File: src/had_consts.svh
// Debug access unit constants
// HACR field positions, reset value, bank and index numbers,
// ID value, trace FIFO depth and Wishbone word addresses
`ifndef HAD_CONSTS_SVH
`define HAD_CONSTS_SVH

// HACR reset value selects the ID register for read
`define HAD_HACR_RESET      16'h8200

// HACR field positions
`define HAD_HACR_RW         15
`define HAD_HACR_GO         14
`define HAD_HACR_EX         13
`define HAD_HACR_IDX_MSB    12
`define HAD_HACR_IDX_LSB    8
`define HAD_HACR_BANK_MSB   6
`define HAD_HACR_BANK_LSB   4
`define HAD_HACR_CORE_MSB   1
`define HAD_HACR_CORE_LSB   0

// Register banks
`define HAD_BANK0           3'd0
`define HAD_BANK1           3'd1
`define HAD_BANK2           3'd2

// Bank 0 register indices
`define HAD_IDX_ID          5'd2
`define HAD_IDX_PCFIFO      5'd6
`define HAD_IDX_BYPASS      5'd12
`define HAD_IDX_HCR         5'd13
`define HAD_IDX_HSR         5'd14
`define HAD_IDX_WBBR        5'd17
`define HAD_IDX_PC          5'd19
`define HAD_IDX_IR          5'd20
`define HAD_IDX_CSR         5'd21
`define HAD_IDX_DADDR       5'd24
`define HAD_IDX_DDATA       5'd25

`define HAD_ID_VALUE        64'h4841_4430_0001_0a15
`define HAD_PCFIFO_DEPTH    8

// Wishbone word addresses
`define HAD_WB_ADR_HACR     2'd0
`define HAD_WB_ADR_DR_LO    2'd1
`define HAD_WB_ADR_DR_HI    2'd2
`define HAD_WB_ADR_STATUS   2'd3

`endif

File: src/had_pkg.sv
// Debug access unit types
// Register select shared by the IR decode and the register file,
// and the handshake states of the Wishbone front end
package had_pkg;

  // Debug register selected by HACR
  typedef enum logic [4:0] {
    REG_NONE,
    REG_ID,
    REG_HCR,
    REG_HSR,
    REG_WBBR,
    REG_PC,
    REG_IR,
    REG_CSR,
    REG_DADDR,
    REG_DDATA,
    REG_PCFIFO
  } reg_sel_e;

  // Front end transfer states
  typedef enum logic [1:0] {
    ST_IDLE,
    ST_WAIT_ACK,
    ST_WAIT_DROP,
    ST_RESP
  } front_state_e;

endpackage

File: src/sync_level2pulse.sv
// Level to pulse synchronizer
// Two flops resynchronize a request level, a third keeps the previous
// synced value. The rising edge gives a one-cycle pulse and the synced
// level goes back to the sender as acknowledge
`timescale 1ns/1ps

module sync_level2pulse (
  input  logic cpuclk,
  input  logic cpurst_b,
  input  logic sync_in,
  output logic sync_out,
  output logic sync_ack
);

  logic sync_ff1;
  logic sync_ff2;
  logic sync_ff3;

  always_ff @(posedge cpuclk or negedge cpurst_b) begin
    if (!cpurst_b) begin
      sync_ff1 <= 1'b0;
      sync_ff2 <= 1'b0;
      sync_ff3 <= 1'b0;
    end else begin
      sync_ff1 <= sync_in;
      sync_ff2 <= sync_ff1;
      sync_ff3 <= sync_ff2;
    end
  end

  // Rising edge of the synced level
  assign sync_out = sync_ff2 & ~sync_ff3;
  assign sync_ack = sync_ff2;

  // Sender holds the level until the synced copy comes back
  a_hold_until_ack: assert property (@(posedge cpuclk) disable iff (!cpurst_b)
    $fell(sync_in) |-> sync_ack);

endmodule

File: src/had_wb_front.sv
// Wishbone front end of the debug access unit
// Stages the low data word, raises the IR or DR update level for HACR
// and DR_HI writes and completes the synchronizer handshake before ack.
// Reads return HACR, the two data halves or the FIFO status
`timescale 1ns/1ps
`include "had_consts.svh"

module had_wb_front (
  input  logic        cpuclk,
  input  logic        cpurst_b,
  input  logic        wb_cyc,
  input  logic        wb_stb,
  input  logic        wb_we,
  input  logic [1:0]  wb_adr,
  input  logic [31:0] wb_dat_w,
  output logic [31:0] wb_dat_r,
  output logic        wb_ack,
  output logic        update_ir,
  output logic        update_dr,
  input  logic        ir_ack,
  input  logic        dr_ack,
  output logic [63:0] wdata,
  input  logic [15:0] hacr,
  input  logic [63:0] rdata,
  input  logic        fifo_empty,
  input  logic        fifo_full
);

  had_pkg::front_state_e state;
  logic                  op_dr;
  logic [31:0]           dr_lo;
  logic                  wr_hacr;
  logic                  wr_dr_hi;
  logic                  sel_ack;

  assign wr_hacr  = wb_we && (wb_adr == `HAD_WB_ADR_HACR);
  assign wr_dr_hi = wb_we && (wb_adr == `HAD_WB_ADR_DR_HI);
  // Acknowledge of the synchronizer in use
  assign sel_ack  = op_dr ? dr_ack : ir_ack;

  //============================================================
  // Transfer state machine
  //============================================================
  always_ff @(posedge cpuclk or negedge cpurst_b) begin
    if (!cpurst_b) begin
      state     <= had_pkg::ST_IDLE;
      op_dr     <= 1'b0;
      update_ir <= 1'b0;
      update_dr <= 1'b0;
    end else begin
      case (state)
        had_pkg::ST_IDLE: begin
          if (wb_cyc && wb_stb) begin
            if (wr_hacr || wr_dr_hi) begin
              op_dr     <= wr_dr_hi;
              update_ir <= wr_hacr;
              update_dr <= wr_dr_hi;
              state     <= had_pkg::ST_WAIT_ACK;
            end else begin
              state <= had_pkg::ST_RESP;
            end
          end
        end
        had_pkg::ST_WAIT_ACK: begin
          // Far side has seen the level, release it
          if (sel_ack) begin
            update_ir <= 1'b0;
            update_dr <= 1'b0;
            state     <= had_pkg::ST_WAIT_DROP;
          end
        end
        had_pkg::ST_WAIT_DROP: begin
          if (!sel_ack) begin
            state <= had_pkg::ST_RESP;
          end
        end
        default: begin
          state <= had_pkg::ST_IDLE;
        end
      endcase
    end
  end

  assign wb_ack = (state == had_pkg::ST_RESP);

  //============================================================
  // Write data staging
  //============================================================
  always_ff @(posedge cpuclk) begin
    if ((state == had_pkg::ST_IDLE) && wb_cyc && wb_stb) begin
      if (wb_we && (wb_adr == `HAD_WB_ADR_DR_LO)) begin
        dr_lo <= wb_dat_w;
      end
      // Held steady for the whole handshake
      if (wr_hacr) begin
        wdata <= {32'h0, wb_dat_w};
      end else if (wr_dr_hi) begin
        wdata <= {wb_dat_w, dr_lo};
      end
    end
  end

  // Read mux, master holds the address until ack
  always_comb begin
    case (wb_adr)
      `HAD_WB_ADR_HACR:  wb_dat_r = {16'h0, hacr};
      `HAD_WB_ADR_DR_LO: wb_dat_r = rdata[31:0];
      `HAD_WB_ADR_DR_HI: wb_dat_r = rdata[63:32];
      default:           wb_dat_r = {30'h0, fifo_full, fifo_empty};
    endcase
  end

  a_ack_in_cycle: assert property (@(posedge cpuclk) disable iff (!cpurst_b)
    wb_ack |-> (wb_cyc && wb_stb));

endmodule

File: src/had_private_ir.sv
// Private instruction register of one core
// Holds HACR, matches its core field against this core and decodes
// bank and index into a register select. Produces the trace FIFO pop,
// the DR update enable, go/exit requests and a clock enable hint
`timescale 1ns/1ps
`include "had_consts.svh"

module had_private_ir (
  input  logic                 cpuclk,
  input  logic                 cpurst_b,
  input  logic [1:0]           core_id,
  input  logic                 dbg_disable,
  input  logic                 update_ir_pulse,
  input  logic                 update_dr_pulse,
  input  logic                 update_ir,
  input  logic                 update_dr,
  input  logic [63:0]          wdata,
  output logic [15:0]          hacr,
  output had_pkg::reg_sel_e    reg_sel,
  output logic                 dr_update_en,
  output logic                 pcfifo_pop,
  output logic                 core_go,
  output logic                 core_ex,
  output logic                 exit_dbg_reg,
  output logic                 had_clk_en
);

  logic       ir_upd;
  logic       dr_upd;
  logic       ir_upd_ff1;
  logic       dr_upd_ff1;
  logic       hacr_rw;
  logic       core_sel;
  logic       bypass_sel;
  logic [4:0] hacr_index;
  logic [2:0] hacr_bank;

  // Updates are ignored while debug is disabled
  assign ir_upd = update_ir_pulse && !dbg_disable;
  assign dr_upd = update_dr_pulse && !dbg_disable;

  always_ff @(posedge cpuclk or negedge cpurst_b) begin
    if (!cpurst_b) begin
      ir_upd_ff1 <= 1'b0;
      dr_upd_ff1 <= 1'b0;
    end else begin
      ir_upd_ff1 <= ir_upd;
      dr_upd_ff1 <= dr_upd;
    end
  end

  always_ff @(posedge cpuclk or negedge cpurst_b) begin
    if (!cpurst_b) begin
      hacr <= `HAD_HACR_RESET;
    end else if (ir_upd) begin
      hacr <= wdata[15:0];
    end
  end

  //============================================================
  // HACR decode
  //============================================================
  assign hacr_rw    = hacr[`HAD_HACR_RW];
  assign hacr_index = hacr[`HAD_HACR_IDX_MSB:`HAD_HACR_IDX_LSB];
  assign hacr_bank  = hacr[`HAD_HACR_BANK_MSB:`HAD_HACR_BANK_LSB];
  assign core_sel   = (hacr[`HAD_HACR_CORE_MSB:`HAD_HACR_CORE_LSB] == core_id);

  always_comb begin
    reg_sel = had_pkg::REG_NONE;
    if (hacr_bank == `HAD_BANK0) begin
      case (hacr_index)
        `HAD_IDX_ID:     reg_sel = had_pkg::REG_ID;
        `HAD_IDX_PCFIFO: reg_sel = had_pkg::REG_PCFIFO;
        `HAD_IDX_HCR:    reg_sel = had_pkg::REG_HCR;
        `HAD_IDX_HSR:    reg_sel = had_pkg::REG_HSR;
        `HAD_IDX_WBBR:   reg_sel = had_pkg::REG_WBBR;
        `HAD_IDX_PC:     reg_sel = had_pkg::REG_PC;
        `HAD_IDX_IR:     reg_sel = had_pkg::REG_IR;
        `HAD_IDX_CSR:    reg_sel = had_pkg::REG_CSR;
        `HAD_IDX_DADDR:  reg_sel = had_pkg::REG_DADDR;
        `HAD_IDX_DDATA:  reg_sel = had_pkg::REG_DDATA;
        default:         reg_sel = had_pkg::REG_NONE;
      endcase
    end
  end

  // Bypass has no storage but still counts as an exit register
  assign bypass_sel = (hacr_bank == `HAD_BANK0) && (hacr_index == `HAD_IDX_BYPASS);

  //============================================================
  // Core-qualified requests
  //============================================================
  assign core_go = hacr[`HAD_HACR_GO] && core_sel;
  assign core_ex = hacr[`HAD_HACR_EX] && core_sel;

  assign pcfifo_pop   = ir_upd_ff1 && hacr_rw && (reg_sel == had_pkg::REG_PCFIFO) && core_sel;
  assign dr_update_en = dr_upd_ff1 && !hacr_rw && core_sel;

  assign exit_dbg_reg = (reg_sel == had_pkg::REG_WBBR) ||
                        (reg_sel == had_pkg::REG_PC)   ||
                        (reg_sel == had_pkg::REG_IR)   ||
                        (reg_sel == had_pkg::REG_CSR)  ||
                        bypass_sel;

  // Keep clocks running while any update is in flight
  assign had_clk_en = update_ir || update_dr;

  // IR and DR updates never cross together
  a_single_update: assert property (@(posedge cpuclk) disable iff (!cpurst_b)
    !(update_ir_pulse && update_dr_pulse));

endmodule

File: src/had_regfile.sv
// Debug register file
// Holds the writable debug registers, written from the DR data on the
// update enable, and returns the selected one. A latch keeps the word
// last popped from the trace FIFO
`timescale 1ns/1ps
`include "had_consts.svh"

module had_regfile (
  input  logic              cpuclk,
  input  logic              cpurst_b,
  input  had_pkg::reg_sel_e reg_sel,
  input  logic              dr_update_en,
  input  logic [63:0]       wdata,
  input  logic [63:0]       pop_data,
  input  logic              pcfifo_pop,
  output logic [63:0]       rdata
);

  logic [63:0] hcr;
  logic [63:0] wbbr;
  logic [63:0] pc;
  logic [63:0] ir;
  logic [63:0] csr;
  logic [63:0] daddr;
  logic [63:0] ddata;
  logic [63:0] pop_latch;

  always_ff @(posedge cpuclk or negedge cpurst_b) begin
    if (!cpurst_b) begin
      hcr   <= 64'h0;
      wbbr  <= 64'h0;
      pc    <= 64'h0;
      ir    <= 64'h0;
      csr   <= 64'h0;
      daddr <= 64'h0;
      ddata <= 64'h0;
    end else if (dr_update_en) begin
      // ID and HSR are read only
      case (reg_sel)
        had_pkg::REG_HCR:   hcr   <= wdata;
        had_pkg::REG_WBBR:  wbbr  <= wdata;
        had_pkg::REG_PC:    pc    <= wdata;
        had_pkg::REG_IR:    ir    <= wdata;
        had_pkg::REG_CSR:   csr   <= wdata;
        had_pkg::REG_DADDR: daddr <= wdata;
        had_pkg::REG_DDATA: ddata <= wdata;
        default: ;
      endcase
    end
  end

  always_ff @(posedge cpuclk or negedge cpurst_b) begin
    if (!cpurst_b) begin
      pop_latch <= 64'h0;
    end else if (pcfifo_pop) begin
      pop_latch <= pop_data;
    end
  end

  always_comb begin
    case (reg_sel)
      had_pkg::REG_ID:     rdata = `HAD_ID_VALUE;
      had_pkg::REG_HCR:    rdata = hcr;
      had_pkg::REG_WBBR:   rdata = wbbr;
      had_pkg::REG_PC:     rdata = pc;
      had_pkg::REG_IR:     rdata = ir;
      had_pkg::REG_CSR:    rdata = csr;
      had_pkg::REG_DADDR:  rdata = daddr;
      had_pkg::REG_DDATA:  rdata = ddata;
      had_pkg::REG_PCFIFO: rdata = pop_latch;
      // HSR has no status sources yet
      default:             rdata = 64'h0;
    endcase
  end

endmodule

File: src/had_pcfifo.sv
// Program counter trace FIFO
// Circular buffer filled from the core trace port and popped by
// HACR read commands. Pushes into a full buffer are dropped
`timescale 1ns/1ps
`include "had_consts.svh"

module had_pcfifo (
  input  logic        cpuclk,
  input  logic        cpurst_b,
  input  logic        push,
  input  logic [63:0] push_data,
  input  logic        pop,
  output logic [63:0] pop_data,
  output logic        empty,
  output logic        full
);

  localparam int PTR_W = $clog2(`HAD_PCFIFO_DEPTH);

  logic [63:0]      mem [`HAD_PCFIFO_DEPTH];
  logic [PTR_W-1:0] wr_ptr;
  logic [PTR_W-1:0] rd_ptr;
  logic [PTR_W:0]   count;
  logic             do_push;
  logic             do_pop;

  assign empty   = (count == '0);
  assign full    = (count == (PTR_W+1)'(`HAD_PCFIFO_DEPTH));
  assign do_push = push && !full;
  assign do_pop  = pop && !empty;

  always_ff @(posedge cpuclk or negedge cpurst_b) begin
    if (!cpurst_b) begin
      wr_ptr <= '0;
      rd_ptr <= '0;
      count  <= '0;
    end else begin
      if (do_push) begin
        wr_ptr <= wr_ptr + 1'b1;
      end
      if (do_pop) begin
        rd_ptr <= rd_ptr + 1'b1;
      end
      count <= count + {{PTR_W{1'b0}}, do_push} - {{PTR_W{1'b0}}, do_pop};
    end
  end

  always_ff @(posedge cpuclk) begin
    if (do_push) begin
      mem[wr_ptr] <= push_data;
    end
  end

  // Empty buffer pops as zero
  assign pop_data = empty ? 64'h0 : mem[rd_ptr];

endmodule

File: src/had_top.sv
// Host debug register access unit, top level
// Wishbone front end, IR and DR update synchronizers, private IR,
// debug register file and PC trace FIFO for one core
`timescale 1ns/1ps

module had_top (
  input  logic        cpuclk,
  input  logic        cpurst_b,
  input  logic        wb_cyc,
  input  logic        wb_stb,
  input  logic        wb_we,
  input  logic [1:0]  wb_adr,
  input  logic [31:0] wb_dat_w,
  output logic [31:0] wb_dat_r,
  output logic        wb_ack,
  input  logic [1:0]  core_id,
  input  logic        dbg_disable,
  input  logic        trace_valid,
  input  logic [63:0] trace_pc,
  output logic        core_go,
  output logic        core_ex,
  output logic        exit_dbg_reg,
  output logic        had_clk_en
);

  logic              update_ir;
  logic              update_dr;
  logic              ir_ack;
  logic              dr_ack;
  logic              update_ir_pulse;
  logic              update_dr_pulse;
  logic [63:0]       wdata;
  logic [15:0]       hacr;
  logic [63:0]       rdata;
  logic              fifo_empty;
  logic              fifo_full;
  had_pkg::reg_sel_e reg_sel;
  logic              dr_update_en;
  logic              pcfifo_pop;
  logic [63:0]       pop_data;

  had_wb_front x_had_wb_front (
    .cpuclk     (cpuclk),
    .cpurst_b   (cpurst_b),
    .wb_cyc     (wb_cyc),
    .wb_stb     (wb_stb),
    .wb_we      (wb_we),
    .wb_adr     (wb_adr),
    .wb_dat_w   (wb_dat_w),
    .wb_dat_r   (wb_dat_r),
    .wb_ack     (wb_ack),
    .update_ir  (update_ir),
    .update_dr  (update_dr),
    .ir_ack     (ir_ack),
    .dr_ack     (dr_ack),
    .wdata      (wdata),
    .hacr       (hacr),
    .rdata      (rdata),
    .fifo_empty (fifo_empty),
    .fifo_full  (fifo_full)
  );

  //============================================================
  // Update synchronizers
  //============================================================
  sync_level2pulse x_sync_ir (
    .cpuclk   (cpuclk),
    .cpurst_b (cpurst_b),
    .sync_in  (update_ir),
    .sync_out (update_ir_pulse),
    .sync_ack (ir_ack)
  );

  sync_level2pulse x_sync_dr (
    .cpuclk   (cpuclk),
    .cpurst_b (cpurst_b),
    .sync_in  (update_dr),
    .sync_out (update_dr_pulse),
    .sync_ack (dr_ack)
  );

  had_private_ir x_had_private_ir (
    .cpuclk          (cpuclk),
    .cpurst_b        (cpurst_b),
    .core_id         (core_id),
    .dbg_disable     (dbg_disable),
    .update_ir_pulse (update_ir_pulse),
    .update_dr_pulse (update_dr_pulse),
    .update_ir       (update_ir),
    .update_dr       (update_dr),
    .wdata           (wdata),
    .hacr            (hacr),
    .reg_sel         (reg_sel),
    .dr_update_en    (dr_update_en),
    .pcfifo_pop      (pcfifo_pop),
    .core_go         (core_go),
    .core_ex         (core_ex),
    .exit_dbg_reg    (exit_dbg_reg),
    .had_clk_en      (had_clk_en)
  );

  had_regfile x_had_regfile (
    .cpuclk       (cpuclk),
    .cpurst_b     (cpurst_b),
    .reg_sel      (reg_sel),
    .dr_update_en (dr_update_en),
    .wdata        (wdata),
    .pop_data     (pop_data),
    .pcfifo_pop   (pcfifo_pop),
    .rdata        (rdata)
  );

  had_pcfifo x_had_pcfifo (
    .cpuclk    (cpuclk),
    .cpurst_b  (cpurst_b),
    .push      (trace_valid),
    .push_data (trace_pc),
    .pop       (pcfifo_pop),
    .pop_data  (pop_data),
    .empty     (fifo_empty),
    .full      (fifo_full)
  );

endmodule

File: config.mk
export PLATFORM = sky130hd
export DESIGN_NAME = had_top
export DESIGN_NICKNAME = d
export VERILOG_FILES = /design/src/had_pkg.sv /design/src/sync_level2pulse.sv /design/src/had_wb_front.sv /design/src/had_private_ir.sv /design/src/had_regfile.sv /design/src/had_pcfifo.sv /design/src/had_top.sv
export VERILOG_INCLUDE_DIRS = /design/src /design/src/src
export SDC_FILE = /design/constraint.sdc
export NUM_CORES = 1
export LEC_CHECK = 0
export BUFFER_PORTS_ARGS = -buffer_cell sky130_fd_sc_hd__buf_2
export CORE_AREA = 3 3 369 371
export DETAILED_ROUTE_END_ITERATION = 8
export DIE_AREA = 0 0 372 374
export HOLD_SLACK_MARGIN = 0.06
export SETUP_SLACK_MARGIN = 0.3
export SYNTH_ARGS = -nofsm -noshare
export SYNTH_HDL_FRONTEND = slang
export SYNTH_HIERARCHICAL = 1
export SYNTH_SLANG_ARGS = --single-unit
export TNS_END_PERCENT = 30
File: constraint.sdc
create_clock -name cpuclk -period 6.25 [get_ports cpuclk]
set_clock_uncertainty 0.15 [all_clocks]
set_input_delay 1.25 -clock cpuclk [delete_from_list [all_inputs] [get_ports cpuclk]]
set_output_delay 1.25 -clock cpuclk [all_outputs]
set_load 0.02 [all_outputs]
# Yosys cells after proc, flatten, opt, wreduce, memory -nomap -nowiden
# Memories as Yosys holds them, arrays and structs flattened.
# Cells that the tools add are included.
# classes
reduce_logical	46
mux	21
add_sub_neg	4
n_bitwise	4
n_eq_ne	21
# op_table
op	n
one-hot mux 64 bit (9 select lines)	1
two-way mux 64 bit	2
one-hot mux 32 bit (3 select lines)	1
two-way mux 32 bit	1
== test 5 x 3 -> 1 bit, second input constant	4
== test 5 x 4 -> 1 bit, second input constant	4
logical AND 1 bit	18
AND reduction 2 bit	9
two-way mux 1 bit	8
two-way mux 2 bit	4
adder 3 x 1 -> 3 bit, second input constant	2
== test 2 bit, second input constant	3
logical OR 1 bit	6
inequality test 2 x 1 -> 1 bit, second input constant	3
one-hot mux 2 bit (3 select lines)	1
AND reduction 3 bit	2
== test 5 x 1 -> 1 bit, second input constant	1
== test 5 x 2 -> 1 bit, second input constant	1
two-way mux 5 bit	1
adder 4 x 1 -> 4 bit	1
== test 2 x 1 -> 1 bit, second input constant	2
== test 4 bit, second input constant	1
zero test 1 bit	4
zero test 2 bit	2
other kinds (10)	14
# word_totals
reg_bits	647
ramBits	512
wordCells	125
inputBits	107
out_inout_bits	37
memories	2
rom_bits	128
# memory_table
name	words	width	read_ports	rd_ports_with_merged_regs	wr	line	source
x_had_pcfifo.mem	8	64	1	0	1	had_pcfifo.sv:20	logic [63:0] mem [`HAD_PCFIFO_DEPTH];
(name not given)	32	4	1	0	0	had_private_ir.sv:71	case (hacr_index)

# Depth between registers and ports, before layout
# logic_depth
word_depth	7
mapped_depth	15
depth_no_buf	13

# Hierarchy
# Netlist, hierarchy kept.
# by_module_without_submodules
mod	cells_each	area_per_inst_um2	n_inst
had_regfile	1610	22564.1	1
had_pcfifo	805	19703.9	1
had_wb_front	276	4439.3	1
had_private_ir	83	988.4	1
sync_level2pulse	4	88.8	2

# Worst setup path before layout
# No wires, ideal clock.
# synth_path
kind	input to register
from	input trace_valid
to	memory x_had_pcfifo.mem[0][0] (enable)
n_path_buf	0
setup_slack_ns	-0.203
arrival_ns	5.738
stages	2
setup_ns	0.565
t_required_ns	5.535
path_cell_list	nand3b_1 -> nor3_1
# synth_between
elab_chain_cells	3
# synth_rtl
element	line	source
from (decl)	had_top.sv:18	input logic trace_valid,
logical AND 1 bit	had_pcfifo.sv:29	assign do_push = push && !full;
two-way mux 1 bit	had_pcfifo.sv:49	if (do_push) begin
two-way mux 1 bit (implied by the code)	had_pcfifo.sv:50	mem[wr_ptr] <= push_data;
to (decl)	had_pcfifo.sv:20	
# Every way passes these cells.

# Final worst setup path
# layout_path
from	register x_had_private_ir.hacr[9]
to	output wb_dat_r[22]
# layout_between
elab_chain_cells	5
# layout_rtl
element	line	source
from (decl)	had_private_ir.sv:18	output logic [15:0] hacr,
from (signal assigned)	had_private_ir.sv:54	hacr <= `HAD_HACR_RESET;
from (signal assigned)	had_private_ir.sv:56	hacr <= wdata[15:0];
memory read (32 x 4 bit) (*)	n/a	
two-way mux 5 bit (*)	had_private_ir.sv:70	if (hacr_bank == `HAD_BANK0) begin
via reg_sel[0]	had_top.sv:37	had_pkg::reg_sel_e reg_sel;
== test 5 x 4 -> 1 bit, or another cell as far along	had_regfile.sv:61	case (reg_sel)
one-hot mux 64 bit (9 select lines) (*)	had_regfile.sv:61	
via rdata[22]	had_top.sv:34	logic [63:0] rdata;
one-hot mux 32 bit (3 select lines) (*)	had_wb_front.sv:105	case (wb_adr)
to (decl)	had_top.sv:14	output logic [31:0] wb_dat_r,
# The timed path passes the listed nets; every way through them passes the cells marked *.

==> impl_metrics.csv <==
group,metric,value,unit
status,status,"finished clean",
grt,gr-usage-met3,0.0495,
worst_setup_path,arrival,4400,ps
synth,yosysMostFrequentCell,"edfxtp_1",
cts,cts_htree_levels,3,
final_layout,layout-drive-gt1-share,0.386,
grt,gr-usage-met1,0.259,
worst_setup_path,setup.worst_path.start,"x_had_private_ir/hacr[9]",
synth,synth_fp_nets,2907,
grt,grt-busiest-layer,"met2",
pwr,vdd_drop_max,218,uV
worst_setup_path,critPathLaunchType,"flip-flop",
floorplan,fp.dieArea,0.139,mm2
floorplan,rows,134,
grt,grtUsageTotal,0.185,
min_path,holdPathStages,0,
pwr,p_leak,22.4,nW
worst_setup_path,critical_path_depth,14,
worst_setup_path,cp_max_fo,20,
cts,cts_made_buffers,119,
routing,wl_per_cell,26.7,um
synth,ys_warn_count,6,
floorplan,boundaryPins,144,
min_path,worstHoldStart,"x_sync_ir/sync_ff1",
sta,slew-limit-headroom,0.318,
synth,yosys.area.top_type,"edfxtp_1",
sta,drv_slew,0,
sta,finalHoldViolations,0,
synth,yosys.cell_types.count,72,
job,cap_violations,0,
synth,postSynthAreaPerCell,17.2,um2
cts,cts_tree,"yes",
routing,via_per_inst,5.43,
pwr,powerDensity,305,mW/mm2
grt,grt_pass1_vias,27000,
floorplan,start_util,0.359,
cts,root_buffer,"clkbuf_16",
worst_setup_path,critical_path_buf_inv_count,6,
worst_setup_path,cp-end-kind,"output pin",
routing,finalWirelength,130000,um
cts,cts_buffer_depth,3,
grt,grt_pass1_wl,191000,um
sta,setup_viol,0,
grt,grt_overflow,0,
grt,antenna_found_initial,38,
sta,fmax,172,MHz
worst_setup_path,reg2reg_slack,1740,ps
cts,ctsHoldBuffers,0,
grt,gr-usage-met2,0.278,
min_path,hold_class,"flip-flop to flip-flop",
worst_setup_path,cp_top_family,"compound AO/OA/AOI/OAI gates",
routing,drc_errors,0,
synth,synth.area.top_cells,"edfxtp_1, dfrtp_1, mux2_2",
cts,clkTransAtPathRegs,60,ps
final_layout,final_nets,3098,
synth,synth_area,0.0479,mm2
floorplan,core-area,0.133,mm2
worst_setup_path,required,4850,ps
grt,grt_max_degree,145,
synth,async_flop_share,0.475,
min_path,worst_hold_path.endpoint,"x_sync_ir/sync_ack",
placement,portBuffers,143,
synth,synth-seq-cells,1159,
worst_setup_path,worstRegToRegCells,13,
sta,rsz0062_at_grt,"yes",
routing,drt_iter0_drc,2150,
worst_setup_path,cpMaxStageDelayCell,"dfstp_2",
cts,cts_sinks,1159,
sta,fin_crit_sh,0.928,
synth,synth_top_area_frac,0.381,
placement,dp_hpwl,81000,um
synth,synthFlopType,"edfxtp_1",
pwr,power.total,16.8,mW
routing,drtAntennaViolNets,0,
cts,worstSkewPairLatency,740,ps
worst_setup_path,path_cells,"inv_1 -> ha_1 -> inv_1 -> a2bb2oi_1 -> a211oi_4 -> buf_4 -> buf_12 -> and2_1 -> and2_1 -> buf_4 -> a2111oi_1 -> nand3_1 -> a22o_1 -> buf_2",
worst_setup_path,timing.rr.start,"x_had_private_ir/hacr[9]",
worst_setup_path,crit_path_max_incr_delay,600,ps
floorplan,die_w,372,um
synth,synth_edf_count,608,
synth,synth_cells,2782,
floorplan,die_h,374,um
placement,place.gp.congestion,0.836,
worst_setup_path,criticalPathCategory,"flip-flop to output pin",
final_layout,area_growth,15.1,%
synth,yosysSeqAreaShare,0.669,
sta,timing.final.ws_setup,453,ps
sta,worst-slew-pin-transition,1020,ps
synth,synthTopCellsByCount,"edfxtp_1, mux2_2, dfrtp_1",
routing,vias,26400,
worst_setup_path,r2r-end,"x_had_regfile/hcr[43]",
routing,first_pass_iters,7,
final_layout,fill_cells,11900,
sta,fin_crit,5800,ps
placement,post-place-ws,827,ps
power by group:
part           switching (mW)  internal [mW]
Clock                    3.00           4.00
Sequential              0.115           8.61
Combinational           0.753          0.332
registers in the layout (all words and copies together) (netlist names), 2 cells and up:
signal and count:
x_had_wb_front/wdata 64, x_had_regfile/hcr 64, x_had_pcfifo/count 4, x_had_regfile/pc 64, x_had_regfile/daddr 64, x_had_regfile/ir 64, x_had_private_ir/hacr 16, x_had_regfile/pop_latch 64
x_had_pcfifo/rd_ptr 3, x_had_regfile/csr 64, x_had_pcfifo/wr_ptr 3, x_had_pcfifo/mem 512, x_had_regfile/wbbr 64, x_had_regfile/ddata 64, x_had_wb_front/dr_lo 32, x_had_wb_front/state 2
cell families (layout without fill, tap and decap cells):
group | after synthesis | count (layout) | share of synthesized area
xor+xnor | 9 | 9 | 0.00165
compound gates | 325 | 325 | 0.0521
flops | 1159 | 1159 | 0.669
mux | 801 | 801 | 0.219
simple gates | 274 | 274 | 0.0319
other cells | 1 | 15 | 0.0000783
buf+inv | 195 | 491 | 0.0209
fa+ha+maj | 18 | 18 | 0.00486
layout make-up:
type                            instances  area [um2]  share of cell area
Inverter                               22        82.6             0.00150
Multi-Input combinational cell       1428       15000               0.273
Tap cell                             1768        2210              0.0401
Clock inverter                         49         424             0.00770
Antenna cell                           14        35.0            0.000636
Sequential cell                      1159       32100               0.582
Timing Repair Buffer                  243        1780              0.0322
Clock buffer                          177        3490              0.0634
timing repair:
item,in CTS,in global routing
buffers inserted,10,5
pin swaps,3,1
endpoints found under the setup margin,26,18
gates resized for setup,2,2
routing by layer:
layer | share of wire | vias up
met3 | 0.076 | 248
li1 | - | 11200
met1 | 0.43 | 14100
met2 | 0.45 | 839
met5 | 0.0010 | -
met4 | 0.036 | 18
cells in the final DEF, fill, tap and decap left out, types with 7 or more instances in the layout:
cell,synthesis,final
a2111oi_0,10,9
a21oi_1,34,33
a221oi_1,16,16
a222oi_1,10,10
a22o_1,82,82
a22oi_1,92,92
a2bb2oi_1,8,8
and3_1,33,32
buf_12,0,24
buf_2,67,142
buf_4,21,76
clkbuf_1,55,31
clkbuf_16,0,122
clkbuf_8,0,23
clkinv_1,0,13
clkinv_2,0,23
dfrtp_1,549,547
diode_2,0,14
edfxtp_1,608,608
ha_1,17,17
inv_1,22,22
mux2_1,20,20
mux2_2,550,550
mux2_4,17,17
mux2i_1,80,80
mux4_2,134,134
nand2_1,41,39
nand3_1,51,51
nor2_1,50,37
nor2_4,2,14
nor2b_1,49,44
o211ai_1,9,9
o21ai_0,28,28
o22ai_1,7,7
xnor2_1,8,8
per-stage QoR:
stage | util | area, um2 | std cells | hold WS, ps | TNS [ps]
floorplan | - | 47900 | 2782 | 181 | -12160
global placement | 0.382 | 51000 | 4605 | 181 | 0
detailed placement | 0.382 | 51000 | 4605 | 198 | 0
CTS | 0.413 | 55000 | 4841 | 209 | 0
global route | 0.413 | 55100 | 4850 | 207 | 0
finish | 0.413 | 55100 | 4860 | 205 | 0
how the worst max path moves through the flow:
stage | slack, ps | endpoint
after floorplan | -190 | x_had_pcfifo/mem[1][0]
after global placement | 930 | wb_dat_r[9]
after detailed placement | 830 | wb_dat_r[9]
after CTS | 330 | wb_dat_r[10]
after global routing | 180 | wb_dat_r[9]
final | 450 | wb_dat_r[22]
Power figures use the tool's default switching activity.
